<file path="config.mk">
export PLATFORM = sky130hd
export DESIGN_NAME = uart_top
export DESIGN_NICKNAME = d
export VERILOG_FILES = /design/src/uart_pkg.sv /design/src/uart_csr.sv /design/src/uart_rx.sv /design/src/uart_top.sv /design/src/uart_tx.sv
export SDC_FILE = /design/constraint.sdc
export NUM_CORES = 1
export LEC_CHECK = 0
export ABC_AREA = 1
export BUFFER_PORTS_ARGS = -buffer_cell sky130_fd_sc_hd__buf_2
export CORE_AREA = 2 2 104 106
export CTS_CLUSTER_SIZE = 30
export DETAILED_ROUTE_END_ITERATION = 6
export DIE_AREA = 0 0 106 108
export PLACE_DENSITY = 0.84
export SYNTH_ARGS = -nofsm -noshare
export SYNTH_HDL_FRONTEND = slang
export SYNTH_SLANG_ARGS = --single-unit
</file>
<file path="constraint.sdc">
create_clock -name clk_i -period 5.4 [get_ports clk_i]
set_input_delay 0.54 -clock clk_i [delete_from_list [all_inputs] [get_ports clk_i]]
set_output_delay 0.54 -clock clk_i [all_outputs]
set_load 0.005 [all_outputs]
</file>
<file path="src/uart_pkg.sv">
/* register address map, transmit and receive FSM state encodings,
   serial frame constants */

`default_nettype none

package uart_pkg;

   ////////////////////////////////////////////////////////////////////////////
   // frame layout
   ////////////////////////////////////////////////////////////////////////////

   localparam int unsigned DATA_BITS  = 8;               // payload, lsb first
   localparam int unsigned FRAME_BITS = DATA_BITS + 2;   // start + data + stop

   localparam int unsigned ADDR_W = 3;                   // register bus address

   ////////////////////////////////////////////////////////////////////////////
   // register map
   ////////////////////////////////////////////////////////////////////////////

   typedef enum logic [ADDR_W-1:0] {
      SOFT_RESET = 3'd0,   // write only, pulses controller reset
      DIV        = 3'd1,   // cycles per serial bit
      TX_DATA    = 3'd2,   // byte to send
      TX_EN      = 3'd3,
      RX_EN      = 3'd4,
      TX_READY   = 3'd5,   // read only
      RX_READY   = 3'd6,   // read only
      RX_DATA    = 3'd7    // read only, read clears rx ready
   } uart_addr_e;

   ////////////////////////////////////////////////////////////////////////////
   // controller states
   ////////////////////////////////////////////////////////////////////////////

   typedef enum logic [1:0] {
      TX_IDLE,   // waiting for a byte
      TX_LOAD,   // build the frame pattern
      TX_SEND    // shift the pattern out
   } tx_state_e;

   typedef enum logic [2:0] {
      RX_SYNC,         // wait for the line to go high
      RX_IDLE_CHECK,   // line must stay high one bit time
      RX_WAIT_START,
      RX_START,        // check the start bit at its middle
      RX_BITS          // data bits, then the stop bit
   } rx_state_e;

endpackage

`default_nettype wire

</file>
<file path="src/uart_csr.sv">
/* register file: write decode, bit duration, enables, transmit byte,
   soft reset pulse and registered read data */

`timescale 1ns/1ps
`default_nettype none

module uart_csr #(
   parameter int unsigned DIV_W = 16
) (
   input  logic                           clk_i,
   input  logic                           arst_i,
   // host register bus
   input  logic                           csr_we_i,
   input  logic                           csr_re_i,
   input  logic [uart_pkg::ADDR_W-1:0]    csr_addr_i,
   input  logic [DIV_W-1:0]               csr_wdata_i,
   output logic [DIV_W-1:0]               csr_rdata_o,
   // controller status
   input  logic                           tx_ready_i,
   input  logic                           rx_ready_i,
   input  logic [uart_pkg::DATA_BITS-1:0] rx_byte_i,
   // controller configuration
   output logic [DIV_W-1:0]               bit_div_o,
   output logic                           tx_en_o,
   output logic                           rx_en_o,
   output logic                           soft_rst_o,
   output logic [uart_pkg::DATA_BITS-1:0] tx_byte_o,
   output logic                           tx_start_o,
   output logic                           rx_taken_o
);

   import uart_pkg::*;

   uart_addr_e addr;

   assign addr = uart_addr_e'(csr_addr_i);

   // strobes go straight to the controllers so they act on the write edge
   assign tx_start_o = csr_we_i && (addr == TX_DATA);
   assign rx_taken_o = csr_re_i && (addr == RX_DATA);

   ////////////////////////////////////////////////////////////////////////////
   // write side
   ////////////////////////////////////////////////////////////////////////////

   always_ff @(posedge clk_i or negedge arst_i) begin
      if (!arst_i) begin
         bit_div_o  <= '0;
         tx_en_o    <= 1'b0;
         rx_en_o    <= 1'b0;
         soft_rst_o <= 1'b0;
      end else begin
         soft_rst_o <= 1'b0;                      // single cycle pulse
         if (csr_we_i) begin
            case (addr)
               SOFT_RESET: begin
                  soft_rst_o <= 1'b1;
                  tx_en_o    <= 1'b0;             // bit_div survives
                  rx_en_o    <= 1'b0;
               end
               DIV:     bit_div_o <= csr_wdata_i;
               TX_EN:   tx_en_o   <= csr_wdata_i[0];
               RX_EN:   rx_en_o   <= csr_wdata_i[0];
               default: ;                         // read only or pulse only
            endcase
         end
      end
   end

   // byte to send, picked up by the transmitter in TX_LOAD
   always_ff @(posedge clk_i) begin
      if (tx_start_o) begin
         tx_byte_o <= csr_wdata_i[DATA_BITS-1:0];
      end
   end

   ////////////////////////////////////////////////////////////////////////////
   // read side
   ////////////////////////////////////////////////////////////////////////////

   always_ff @(posedge clk_i or negedge arst_i) begin
      if (!arst_i) begin
         csr_rdata_o <= '0;
      end else if (csr_re_i) begin                // holds until the next read
         case (addr)
            DIV:      csr_rdata_o <= bit_div_o;
            TX_EN:    csr_rdata_o <= DIV_W'(tx_en_o);
            RX_EN:    csr_rdata_o <= DIV_W'(rx_en_o);
            TX_READY: csr_rdata_o <= DIV_W'(tx_ready_i);
            RX_READY: csr_rdata_o <= DIV_W'(rx_ready_i);
            RX_DATA:  csr_rdata_o <= DIV_W'(rx_byte_i);
            default:  csr_rdata_o <= '0;          // write only registers
         endcase
      end
   end

endmodule

`default_nettype wire

</file>
<file path="src/uart_rx.sv">
/* receive controller: line synchronizer, idle check, mid-bit sampling,
   received byte register and request-to-send */

`timescale 1ns/1ps
`default_nettype none

module uart_rx #(
   parameter int unsigned DIV_W = 16
) (
   input  logic                           clk_i,
   input  logic                           arst_i,
   input  logic                           soft_rst_i,
   input  logic                           rx_en_i,
   input  logic                           rxd_i,
   input  logic [DIV_W-1:0]               bit_div_i,
   input  logic                           rx_taken_i,
   output logic [uart_pkg::DATA_BITS-1:0] rx_byte_o,
   output logic                           rx_ready_o,
   output logic                           rts_o
);

   import uart_pkg::*;

   localparam int unsigned CNT_W = $clog2(DATA_BITS + 1);

   logic [1:0]           rxd_sync;
   logic                 rxd_s;
   logic                 active;
   logic                 sample_tick;
   rx_state_e            state;
   logic [DIV_W-1:0]     cyc_cnt;
   logic [CNT_W-1:0]     bit_cnt;
   logic [DATA_BITS-1:0] shift;

   always_ff @(posedge clk_i or negedge arst_i) begin
      if (!arst_i) begin
         rxd_sync <= 2'b11;                      // idle line level
      end else begin
         rxd_sync <= {rxd_sync[0], rxd_i};
      end
   end

   assign rxd_s       = rxd_sync[1];
   assign active      = rx_en_i && !soft_rst_i;
   assign rts_o       = rx_en_i;                 // ready to take frames
   assign sample_tick = active && (state == RX_BITS) && (cyc_cnt == bit_div_i);

   ////////////////////////////////////////////////////////////////////////////
   // frame FSM
   ////////////////////////////////////////////////////////////////////////////

   always_ff @(posedge clk_i or negedge arst_i) begin
      if (!arst_i) begin
         state      <= RX_SYNC;
         cyc_cnt    <= DIV_W'(1);
         bit_cnt    <= '0;
         rx_ready_o <= 1'b0;
      end else if (!active) begin
         state      <= RX_SYNC;
         cyc_cnt    <= DIV_W'(1);
         bit_cnt    <= '0;
         rx_ready_o <= 1'b0;
      end else begin
         if (rx_taken_i) rx_ready_o <= 1'b0;     // a new byte below wins
         case (state)
            RX_SYNC: begin
               cyc_cnt <= DIV_W'(1);
               bit_cnt <= '0;
               if (rxd_s) state <= RX_IDLE_CHECK;
            end
            RX_IDLE_CHECK: begin
               if (!rxd_s) begin
                  state <= RX_SYNC;              // line dropped too early
               end else if (cyc_cnt == bit_div_i) begin
                  state <= RX_WAIT_START;
               end else begin
                  cyc_cnt <= cyc_cnt + DIV_W'(1);
               end
            end
            RX_WAIT_START: begin
               cyc_cnt <= DIV_W'(1);
               bit_cnt <= '0;
               if (!rxd_s) state <= RX_START;
            end
            RX_START: begin
               if (cyc_cnt == (bit_div_i >> 1)) begin
                  cyc_cnt <= DIV_W'(1);
                  // high at mid start bit means a glitch
                  state   <= rxd_s ? RX_SYNC : RX_BITS;
               end else begin
                  cyc_cnt <= cyc_cnt + DIV_W'(1);
               end
            end
            RX_BITS: begin
               if (cyc_cnt == bit_div_i) begin
                  cyc_cnt <= DIV_W'(1);
                  if (bit_cnt == CNT_W'(DATA_BITS)) begin
                     rx_ready_o <= 1'b1;         // stop bit sampled
                     bit_cnt    <= '0;
                     state      <= rxd_s ? RX_WAIT_START : RX_SYNC;
                  end else begin
                     bit_cnt <= bit_cnt + CNT_W'(1);
                  end
               end else begin
                  cyc_cnt <= cyc_cnt + DIV_W'(1);
               end
            end
            default: state <= RX_SYNC;
         endcase
      end
   end

   // data path, lsb arrives first
   always_ff @(posedge clk_i) begin
      if (sample_tick) begin
         if (bit_cnt == CNT_W'(DATA_BITS)) begin
            rx_byte_o <= shift;
         end else begin
            shift <= {rxd_s, shift[DATA_BITS-1:1]};
         end
      end
   end

endmodule

`default_nettype wire

</file>
<file path="src/uart_top.sv">
/* UART subsystem: register file plus transmit and receive controllers */

`timescale 1ns/1ps
`default_nettype none

module uart_top #(
   parameter int unsigned DIV_W = 16
) (
   input  logic                        clk_i,
   input  logic                        arst_i,
   // host register bus
   input  logic                        csr_we_i,
   input  logic                        csr_re_i,
   input  logic [uart_pkg::ADDR_W-1:0] csr_addr_i,
   input  logic [DIV_W-1:0]            csr_wdata_i,
   output logic [DIV_W-1:0]            csr_rdata_o,
   // serial pins
   input  logic                        rxd_i,
   output logic                        txd_o,
   input  logic                        cts_i,
   output logic                        rts_o
);

   import uart_pkg::*;

   logic [DIV_W-1:0]     bit_div;
   logic                 tx_en;
   logic                 rx_en;
   logic                 soft_rst;
   logic [DATA_BITS-1:0] tx_byte;
   logic                 tx_start;
   logic                 tx_ready;
   logic                 rx_taken;
   logic [DATA_BITS-1:0] rx_byte;
   logic                 rx_ready;

   uart_csr #(
      .DIV_W(DIV_W)
   ) u_csr (
      .clk_i      (clk_i),
      .arst_i     (arst_i),
      .csr_we_i   (csr_we_i),
      .csr_re_i   (csr_re_i),
      .csr_addr_i (csr_addr_i),
      .csr_wdata_i(csr_wdata_i),
      .csr_rdata_o(csr_rdata_o),
      .tx_ready_i (tx_ready),
      .rx_ready_i (rx_ready),
      .rx_byte_i  (rx_byte),
      .bit_div_o  (bit_div),
      .tx_en_o    (tx_en),
      .rx_en_o    (rx_en),
      .soft_rst_o (soft_rst),
      .tx_byte_o  (tx_byte),
      .tx_start_o (tx_start),
      .rx_taken_o (rx_taken)
   );

   uart_tx #(
      .DIV_W(DIV_W)
   ) u_tx (
      .clk_i     (clk_i),
      .arst_i    (arst_i),
      .soft_rst_i(soft_rst),
      .tx_en_i   (tx_en),
      .cts_i     (cts_i),
      .bit_div_i (bit_div),
      .tx_byte_i (tx_byte),
      .tx_start_i(tx_start),
      .tx_ready_o(tx_ready),
      .txd_o     (txd_o)
   );

   uart_rx #(
      .DIV_W(DIV_W)
   ) u_rx (
      .clk_i     (clk_i),
      .arst_i    (arst_i),
      .soft_rst_i(soft_rst),
      .rx_en_i   (rx_en),
      .rxd_i     (rxd_i),
      .bit_div_i (bit_div),
      .rx_taken_i(rx_taken),
      .rx_byte_o (rx_byte),
      .rx_ready_o(rx_ready),
      .rts_o     (rts_o)
   );

endmodule

`default_nettype wire

</file>
<file path="src/uart_tx.sv">
/* transmit controller: cts synchronizer, frame shifter, bit-time counter */

`timescale 1ns/1ps
`default_nettype none

module uart_tx #(
   parameter int unsigned DIV_W = 16
) (
   input  logic                           clk_i,
   input  logic                           arst_i,
   input  logic                           soft_rst_i,
   input  logic                           tx_en_i,
   input  logic                           cts_i,
   input  logic [DIV_W-1:0]               bit_div_i,
   input  logic [uart_pkg::DATA_BITS-1:0] tx_byte_i,
   input  logic                           tx_start_i,
   output logic                           tx_ready_o,
   output logic                           txd_o
);

   import uart_pkg::*;

   localparam int unsigned CNT_W = $clog2(FRAME_BITS);

   logic [1:0]            cts_sync;
   logic                  allowed;
   tx_state_e             state;
   logic [FRAME_BITS-1:0] pattern;     // {stop, data, start}, lsb on the line
   logic [CNT_W-1:0]      bit_cnt;
   logic [DIV_W-1:0]      cyc_cnt;

   always_ff @(posedge clk_i or negedge arst_i) begin
      if (!arst_i) begin
         cts_sync <= 2'b00;
      end else begin
         cts_sync <= {cts_sync[0], cts_i};
      end
   end

   assign allowed    = tx_en_i && cts_sync[1];
   assign tx_ready_o = (state == TX_IDLE) && allowed;
   assign txd_o      = pattern[0];

   ////////////////////////////////////////////////////////////////////////////
   // frame FSM
   ////////////////////////////////////////////////////////////////////////////

   always_ff @(posedge clk_i or negedge arst_i) begin
      if (!arst_i) begin
         state   <= TX_IDLE;
         pattern <= '1;
         bit_cnt <= '0;
         cyc_cnt <= '0;
      end else if (soft_rst_i || !allowed) begin
         state   <= TX_IDLE;                    // back-pressure, line idles high
         pattern <= '1;
         bit_cnt <= '0;
         cyc_cnt <= '0;
      end else begin
         case (state)
            TX_IDLE: begin
               pattern <= '1;
               if (tx_start_i) state <= TX_LOAD;
            end
            TX_LOAD: begin
               pattern <= {1'b1, tx_byte_i, 1'b0};
               bit_cnt <= '0;
               cyc_cnt <= DIV_W'(1);
               state   <= TX_SEND;
            end
            TX_SEND: begin
               if (cyc_cnt == bit_div_i) begin
                  cyc_cnt <= DIV_W'(1);
                  if (bit_cnt == CNT_W'(FRAME_BITS - 1)) begin
                     pattern <= '1;             // stop bit done
                     state   <= TX_IDLE;
                  end else begin
                     pattern <= {1'b1, pattern[FRAME_BITS-1:1]};
                     bit_cnt <= bit_cnt + CNT_W'(1);
                  end
               end else begin
                  cyc_cnt <= cyc_cnt + DIV_W'(1);
               end
            end
            default: state <= TX_IDLE;
         endcase
      end
   end

endmodule

`default_nettype wire
</file>
==> metrics.csv, run 1 <==
stage,metric,value,unit
pwr,worst vdd ir,0.254,mV
route,Routed Antenna Nets,0,
clock_network,CTS tree,done,
final_layout,"commonest non-fill, non-tap cell in the layout",nand2_1,
final_layout,"commonest non-fill, non-tap cells in the layout","nand2_1, inv_1, nor2_1, dfrtp_1, nand3_1",
die,Initial Util,64.7,%
sta,Final min period,2830,ps
sta,total count of hold-check failures in the final report,0,
worst_setup_path,Setup crit start kind,flip-flop,
worst_hold_path,Hold Crit Depth,1,
route,DRC errors left,0,
pwr,static leakage,3.54,nW
die,IO Pins,43,
global_routing,Congestion Overflow GR,0,
pwr,P per Cell Area,334,mW/mm^2
worst_setup_path,crit path DAT,2990,ps
final_layout,register area,0.00309,sq mm
worst_setup_path,CP max FO,15,
worst_setup_path,reg-to-reg endpoint,u_rx.shift[5],
flow_run,max_cap viols,0,
clock_network,Worst-path clk slew,60,ps
worst_setup_path,reg2reg start,u_rx.state[1],
worst_setup_path,CP Capture Type,flip-flop,
route,DRT iter0 DRCs,601,
place,GP Congestion,0.887,
synth,synthesized area,0.00662,sq mm
route,drt pass-1 iters,6,
synth,Mean Syn Cell Area,7.70,sq um
sta,final setup vio count,0,
route,WL final,16500,um
worst_setup_path,"Req. time, crit path",5560,ps
final_layout,Layout area overhead,14.3,%
synth,"EDFF count, synth",24,
global_routing,first-pass GRT wire length,27500,um
sta,Max Fclk,353,MHz
clock_network,Sink Count,118,
worst_hold_path,min-delay worst type,input pin to flip-flop,
worst_setup_path,WS Path Type,flip-flop to flip-flop,
route,wire length per cell,15.7,um
worst_hold_path,hold endpoint,u_rx.rxd_sync[0],
sta,RSZ-0062 raised after global routing,no,
synth,async set-reset flop share out of synthesis,79.7,%
final_layout,Multi-input gate area,0.00304,sq mm
route,via count of the routed design,6102,
global_routing,initial antenna violation count,0,
synth,Most used DFF post-synth,dfrtp_1,
sta,TNS Setup,0,ps
synth,"Seq/Total Area, Yosys",46.7,%
worst_setup_path,worst reg-to-reg setup slack,2570,ps
global_routing,number of global-route vias before repair,5931,
sta,"Period Utilization, post-route",52.4,%
synth,number of synthesized register bits,118,
clock_network,CTS Buf Count,17,
place,DP HPWL,11500,um
final_layout,share of cells above drive strength 1,13.5,%
die,Die Ht,108,um
place,number of port buffers,42,
final_layout,nets,935,
synth,distinct cell type count after synthesis,45,
sta,clock skew,7.96,ps
clock_network,H-tree depth,4,
clock_network,clk buf depth,2,
synth,synthesized net count,895,
global_routing,pin count of the biggest net entering global routing,60,
synth,warnings from Yosys,0,
sta,max_slew headroom,37.9,%
clock_network,insertion delay to the later sink of the worst-skew pair,530,ps
die,die area,0.0114,sq mm
sta,"Slew Viols, Final",0,
outcome,status,finished clean,
die,Cell Rows,37,
route,drt via density,5.82,
pwr,total power,2.53,mW
global_routing,global-route usage over all layers,30.8,%
clock_network,post-CTS setup buffer count,0,
clock_network,clk root buf,clkbuf_8,
final_layout,antenna cells,0,
worst_hold_path,Hold Path Origin,rxd_i,
worst_setup_path,Worst R2R Path Depth,7,
final_layout,final-layout fill cell count,720,
sta,Worst-Margin Slew,928,ps
synth,synthesized instance count,860,
die,die width,106,um
die,Core Region,0.0102,sq mm
## sequential cells by signal, indices dropped and copies added, names as in the netlist
signal and count:
u_rx.shift 8, u_csr.csr_rdata_o 16, u_rx.state 3, u_rx.rx_ready_o 1, u_rx.rxd_sync 2, u_csr.rx_en_o 1, u_rx.bit_cnt 4, u_rx.cyc_cnt 16
u_csr.soft_rst_o 1, u_tx.cts_sync 2, u_tx.cyc_cnt 16, u_csr.bit_div_o 16, u_rx.rx_byte_o 8, u_tx.state 2, u_csr.tx_byte_o 8, u_tx.pattern 9
u_csr.tx_en_o 1, u_tx.bit_cnt 4
## per-layer routing
metal	vias to the layer above	part of all wire [%]	track usage (%)
met5	-	0	0
met2	271	51	53.7
met1	2866	40	36.1
met3	78	5.7	6.27
li1	2887	-	-
met4	0	4.1	16.6
## cells by family (layout without fill, tap and decap cells)
group / after synthesis / count (layout) / synth area share, %
flip-flops: 118 / 118 / 46.7
buffers and inverters: 125 / 178 / 7.41
AO/OA/AOI/OAI: 104 / 104 / 8.71
XOR/XNOR: 23 / 23 / 3.04
adder cells (fa/ha/maj): 10 / 10 / 1.89
AND/OR/NAND/NOR: 472 / 472 / 30.9
multiplexers: 8 / 8 / 1.36
## worst max-delay path by stage
| stage | from | end | cells past startpoint |
|---|---|---|---|
| final | u_rx.state[1] | u_rx.shift[5] | 7 |
| after global routing | u_rx.state[1] | u_rx.shift[5] | 7 |
| after CTS | u_rx.state[1] | u_rx.shift[5] | 7 |
| after detailed placement | u_rx.state[1] | u_rx.shift[4] | 7 |
| after global placement | u_rx.state[1] | u_rx.shift[7] | 7 |
| after floorplan | u_csr.rx_en_o | u_rx.shift[0] | 6 |
## power breakdown
group | switching [mW] | internal, mW | total [mW] | leakage, nW
Combinational | 0.183 | 0.0989 | 0.282 | 1.81
Sequential | 0.0582 | 0.953 | 1.01 | 1.42
Clock | 0.392 | 0.844 | 1.24 | 0.315
## area by class of cell
class	count	share of cell area, %
clock buffers	24	6.35
clock inverters	8	2.22
inverters	101	5.01
multi-input cells	617	40.2
flip-flops and latches	118	40.8
well taps	136	2.25
repair buffers	45	3.14
## through the flow
stage               util [%]  hold WS (ps)  area, sq um  setup slack [ps]  cells
detailed placement      67.5           348         6910              2620   1016
global placement        67.5           338         6910              2780   1016
global route            73.9          86.5         7560              2300   1049
finish                  73.9           105         7560              2570   1049
CTS                     73.9          88.5         7560              2620   1049
floorplan                  -           244         6620              3370    860
## synthesized netlist by cell type, types with 3 or more instances
| cell type | instances | area, sq um |
|---|---|---|
| buf_2 | 11 | 55.1 |
| nand4_1 | 23 | 144 |
| nand2_2 | 3 | 18.8 |
| xor2_1 | 10 | 87.6 |
| a21oi_1 | 36 | 180 |
| inv_1 | 91 | 342 |
| xnor2_1 | 13 | 114 |
| ha_1 | 10 | 125 |
| edfxtp_1 | 24 | 721 |
| o21ai_0 | 46 | 230 |
| a211oi_1 | 5 | 37.5 |
| nand2_1 | 249 | 935 |
| dfrtp_1 | 82 | 2050 |
| nor3_1 | 10 | 50.1 |
| inv_2 | 9 | 33.8 |
| buf_1 | 5 | 18.8 |
| dfstp_2 | 12 | 315 |
| nand3_1 | 75 | 375 |
| nand3b_1 | 3 | 22.5 |
| nor2_1 | 89 | 334 |
| o31ai_1 | 3 | 22.5 |
| nor2_2 | 5 | 31.3 |
| clkbuf_1 | 7 | 26.3 |
| or2_2 | 5 | 31.3 |
| mux2_2 | 8 | 90.1 |
## repair_timing
item / in CTS / in global routing
hold buffers: 1 / 0
hold endpoints to repair: 30 / 0
gates resized for setup: 0 / 0
## worst max-delay path: stages, from the launching register on
cell,delay (ps)
dfrtp_1,410
nor2_1,110
inv_1,70
nor2_1,710
inv_1,180
nor2_2,240
nand3_1,130
a31oi_1,600
(Power assumes the default switching activity.)
==> run 2: changes to the inputs <==
- CORE_AREA: 2 2 104 106 -> 2 2 108 110
- DIE_AREA: 0 0 106 108 -> 0 0 110 112
- PLACE_DENSITY: 0.84 -> 0.78
- clock period: 5.4 -> 2.75 ns (I/O delays scaled with it)
==> run 2 against run 1 <==
Effect of this change: die area grew 7.6%; sequential cell count unchanged; hold slack got worse by 43 ps.
==> metrics.csv, run 2 (same netlist as run 1, synthesis figures left out) <==
stage,metric,value,unit,change
outcome,status,finished clean,,
worst_setup_path,crit-path cells,"inv_1, ha_1, nor2_1, inv_1, o21ai_2, nand2_1, o21ai_0",,
clock_network,Worst-path clk slew,60,ps,about the same
global_routing,Congestion Overflow GR,0,,unchanged
sta,clock skew,6.96,ps,-1.00 ps
worst_setup_path,CP max FO,17,,+2
place,number of port buffers,42,,unchanged
die,IO Pins,43,,unchanged
clock_network,H-tree depth,4,,unchanged
global_routing,global-route usage over all layers,28.4,%,-2.4 points
final_layout,antenna cells,0,,unchanged
clock_network,CTS tree,done,,
final_layout,"commonest non-fill, non-tap cell in the layout",nand2_1,,
sta,RSZ-0062 raised after global routing,no,,
worst_setup_path,reg2reg start,u_tx.state[0],,
worst_setup_path,worst reg-to-reg setup slack,530,ps,-2040 ps
worst_setup_path,"Req. time, crit path",3100,ps,-2460 ps
place,DP HPWL,11100,um,-3.1%
final_layout,"commonest non-fill, non-tap cells in the layout","nand2_1, inv_1, nor2_1, dfrtp_1, nand3_1",,
place,setup slack at placement,562,ps,-2060 ps
worst_setup_path,Critical path origin,u_tx.state[0],,
clock_network,post-cts resize count,0,,unchanged
route,Routed Antenna Nets,0,,unchanged
global_routing,number of global-route vias before repair,5736,,-3.3%
route,wire length per cell,14.9,um,-5.2%
route,drt pass-1 iters,7,,+1
route,drt via density,5.48,,-5.8%
worst_setup_path,crit path DAT,2560,ps,-430 ps
place,GP Congestion,0.943,,+6.3%
worst_setup_path,Worst R2R Path Depth,7,,unchanged
sta,Final min period,2220,ps,-612 ps
worst_setup_path,WS Path Type,flip-flop to flip-flop,,
worst_setup_path,reg-to-reg endpoint,u_tx.pattern[3],,
sta,"Period Utilization, post-route",80.7,%,+28 points
sta,total count of hold-check failures in the final report,0,,unchanged
final_layout,fin util,67.8,%,-6.1 points
die,die area,0.0123,sq mm,+7.6%
clock_network,clk buf depth,2,,unchanged
worst_setup_path,CP Capture Type,flip-flop,,
route,WL final,15900,um,-3.7%
worst_setup_path,Setup crit start kind,flip-flop,,
final_layout,Multi-input gate area,0.00304,sq mm,unchanged
global_routing,first-pass GRT wire length,27200,um,-1.3%
flow_run,max_cap viols,0,,unchanged
sta,TNS Setup,0,ps,unchanged
worst_setup_path,CP most frequent cell,inv_1,,
die,Die Ht,112,um,+3.7%
pwr,P per Cell Area,612,mW/mm^2,+83%
pwr,total power,4.63,mW,+83%
die,Core Region,0.0112,sq mm,+9.2%
worst_setup_path,CP max stage delay,540,ps,-170 ps
clock_network,CTS Buf Count,17,,unchanged
sta,"Worst Setup Slack, final",531,ps,-2040 ps
clock_network,post-CTS setup buffer count,0,,unchanged
worst_hold_path,min-delay worst type,input pin to flip-flop,,
clock_network,insertion delay to the later sink of the worst-skew pair,430,ps,-100 ps
route,DRT iter0 DRCs,528,,-12%
die,die width,110,um,+3.8%
global_routing,pin count of the biggest net entering global routing,48,,-20%
sta,Max Fclk,451,MHz,+28%
route,DRC errors left,0,,unchanged
final_layout,share of cells above drive strength 1,14.5,%,+1.0 points
route,via count of the routed design,5842,,-4.3%
die,Initial Util,59.2,%,-5.5 points
sta,Worst-Margin Slew,632,ps,-296 ps
worst_setup_path,crit path to,u_tx.pattern[3],,
sta,"Slew Viols, Final",0,,unchanged
sta,max_slew headroom,57.8,%,+20 points
worst_setup_path,Crit-path slowest cell,o21ai_2,,
pwr,static leakage,3.53,nW,-0.24%
final_layout,register area,0.00309,sq mm,unchanged
final_layout,Layout area overhead,14.4,%,
pwr,worst vdd ir,0.483,mV,+90%
clock_network,Sink Count,118,,unchanged
sta,final setup vio count,0,,unchanged
clock_network,clk root buf,clkbuf_16,,
final_layout,nets,945,,+1.1%
final_layout,final-layout fill cell count,941,,+31%
global_routing,initial antenna violation count,0,,unchanged
sta,Hold Slack,62.6,ps,-42.6 ps
die,Cell Rows,39,,+5.4%
[run 2: what timing repair did]
item	in CTS	in global routing
endpoints found under the setup margin	0	0
hold buffers	3	0
hold endpoints to repair	38	0
[run 2: final cells by class]
cell class                      count  area share [%]
Sequential cell                   118            40.8
Multi-Input combinational cell    617            40.1
Clock buffer                       17            5.62
Inverter                          101            5.00
Timing Repair Buffer               55            4.36
Tap cell                          143            2.36
Clock inverter                     15            1.75
[run 2: report_power, final]
part / switching, mW / leakage (nW) / internal (mW) / total, mW
Clock: 0.854 / 0.253 / 1.24 / 2.09
Sequential: 0.116 / 1.42 / 1.87 / 1.99
Combinational: 0.349 / 1.86 / 0.206 / 0.555
Total: 1.32 / 3.53 / 3.31 / 4.63
[run 2: worst max-delay path: cells and delay by family (launching register included)]
kind	cells	cell delay, ps
compound gates	2	650
simple gates	2	390
flops	1	400
buf+inv	2	360
fa+ha+maj	1	340
[run 2: worst min-delay path by stage]
| stage | start | end | slack, ps | depth (start not counted) |
|---|---|---|---|---|
| after global placement | arst_i | u_tx.cyc_cnt[0] | 330 | 1 |
| final | csr_wdata_i[1] | u_csr.tx_byte_o[1] | 60 | 1 |
| after CTS | csr_wdata_i[1] | u_csr.tx_byte_o[1] | 50 | 1 |
| after floorplan | arst_i | u_csr.bit_div_o[0] | -20 | 0 |
| after global routing | csr_wdata_i[1] | u_csr.tx_byte_o[1] | 50 | 1 |
| after detailed placement | arst_i | u_tx.bit_cnt[3] | 330 | 1 |
[run 2: per-layer routing]
layer	vias up	global-route usage, %	wire length, um
met1	2728	37.5	6890
met5	-	0	0
li1	2900	-	-
met2	172	43.7	7700
met4	0	13.1	477
met3	42	7.26	808
[run 2: through the flow]
step | cell area (sq um) | instances
finish | 7570 | 1066
CTS | 7570 | 1066
global route | 7570 | 1066
floorplan | 6620 | 860
detailed placement | 6990 | 1031
global placement | 6990 | 1031
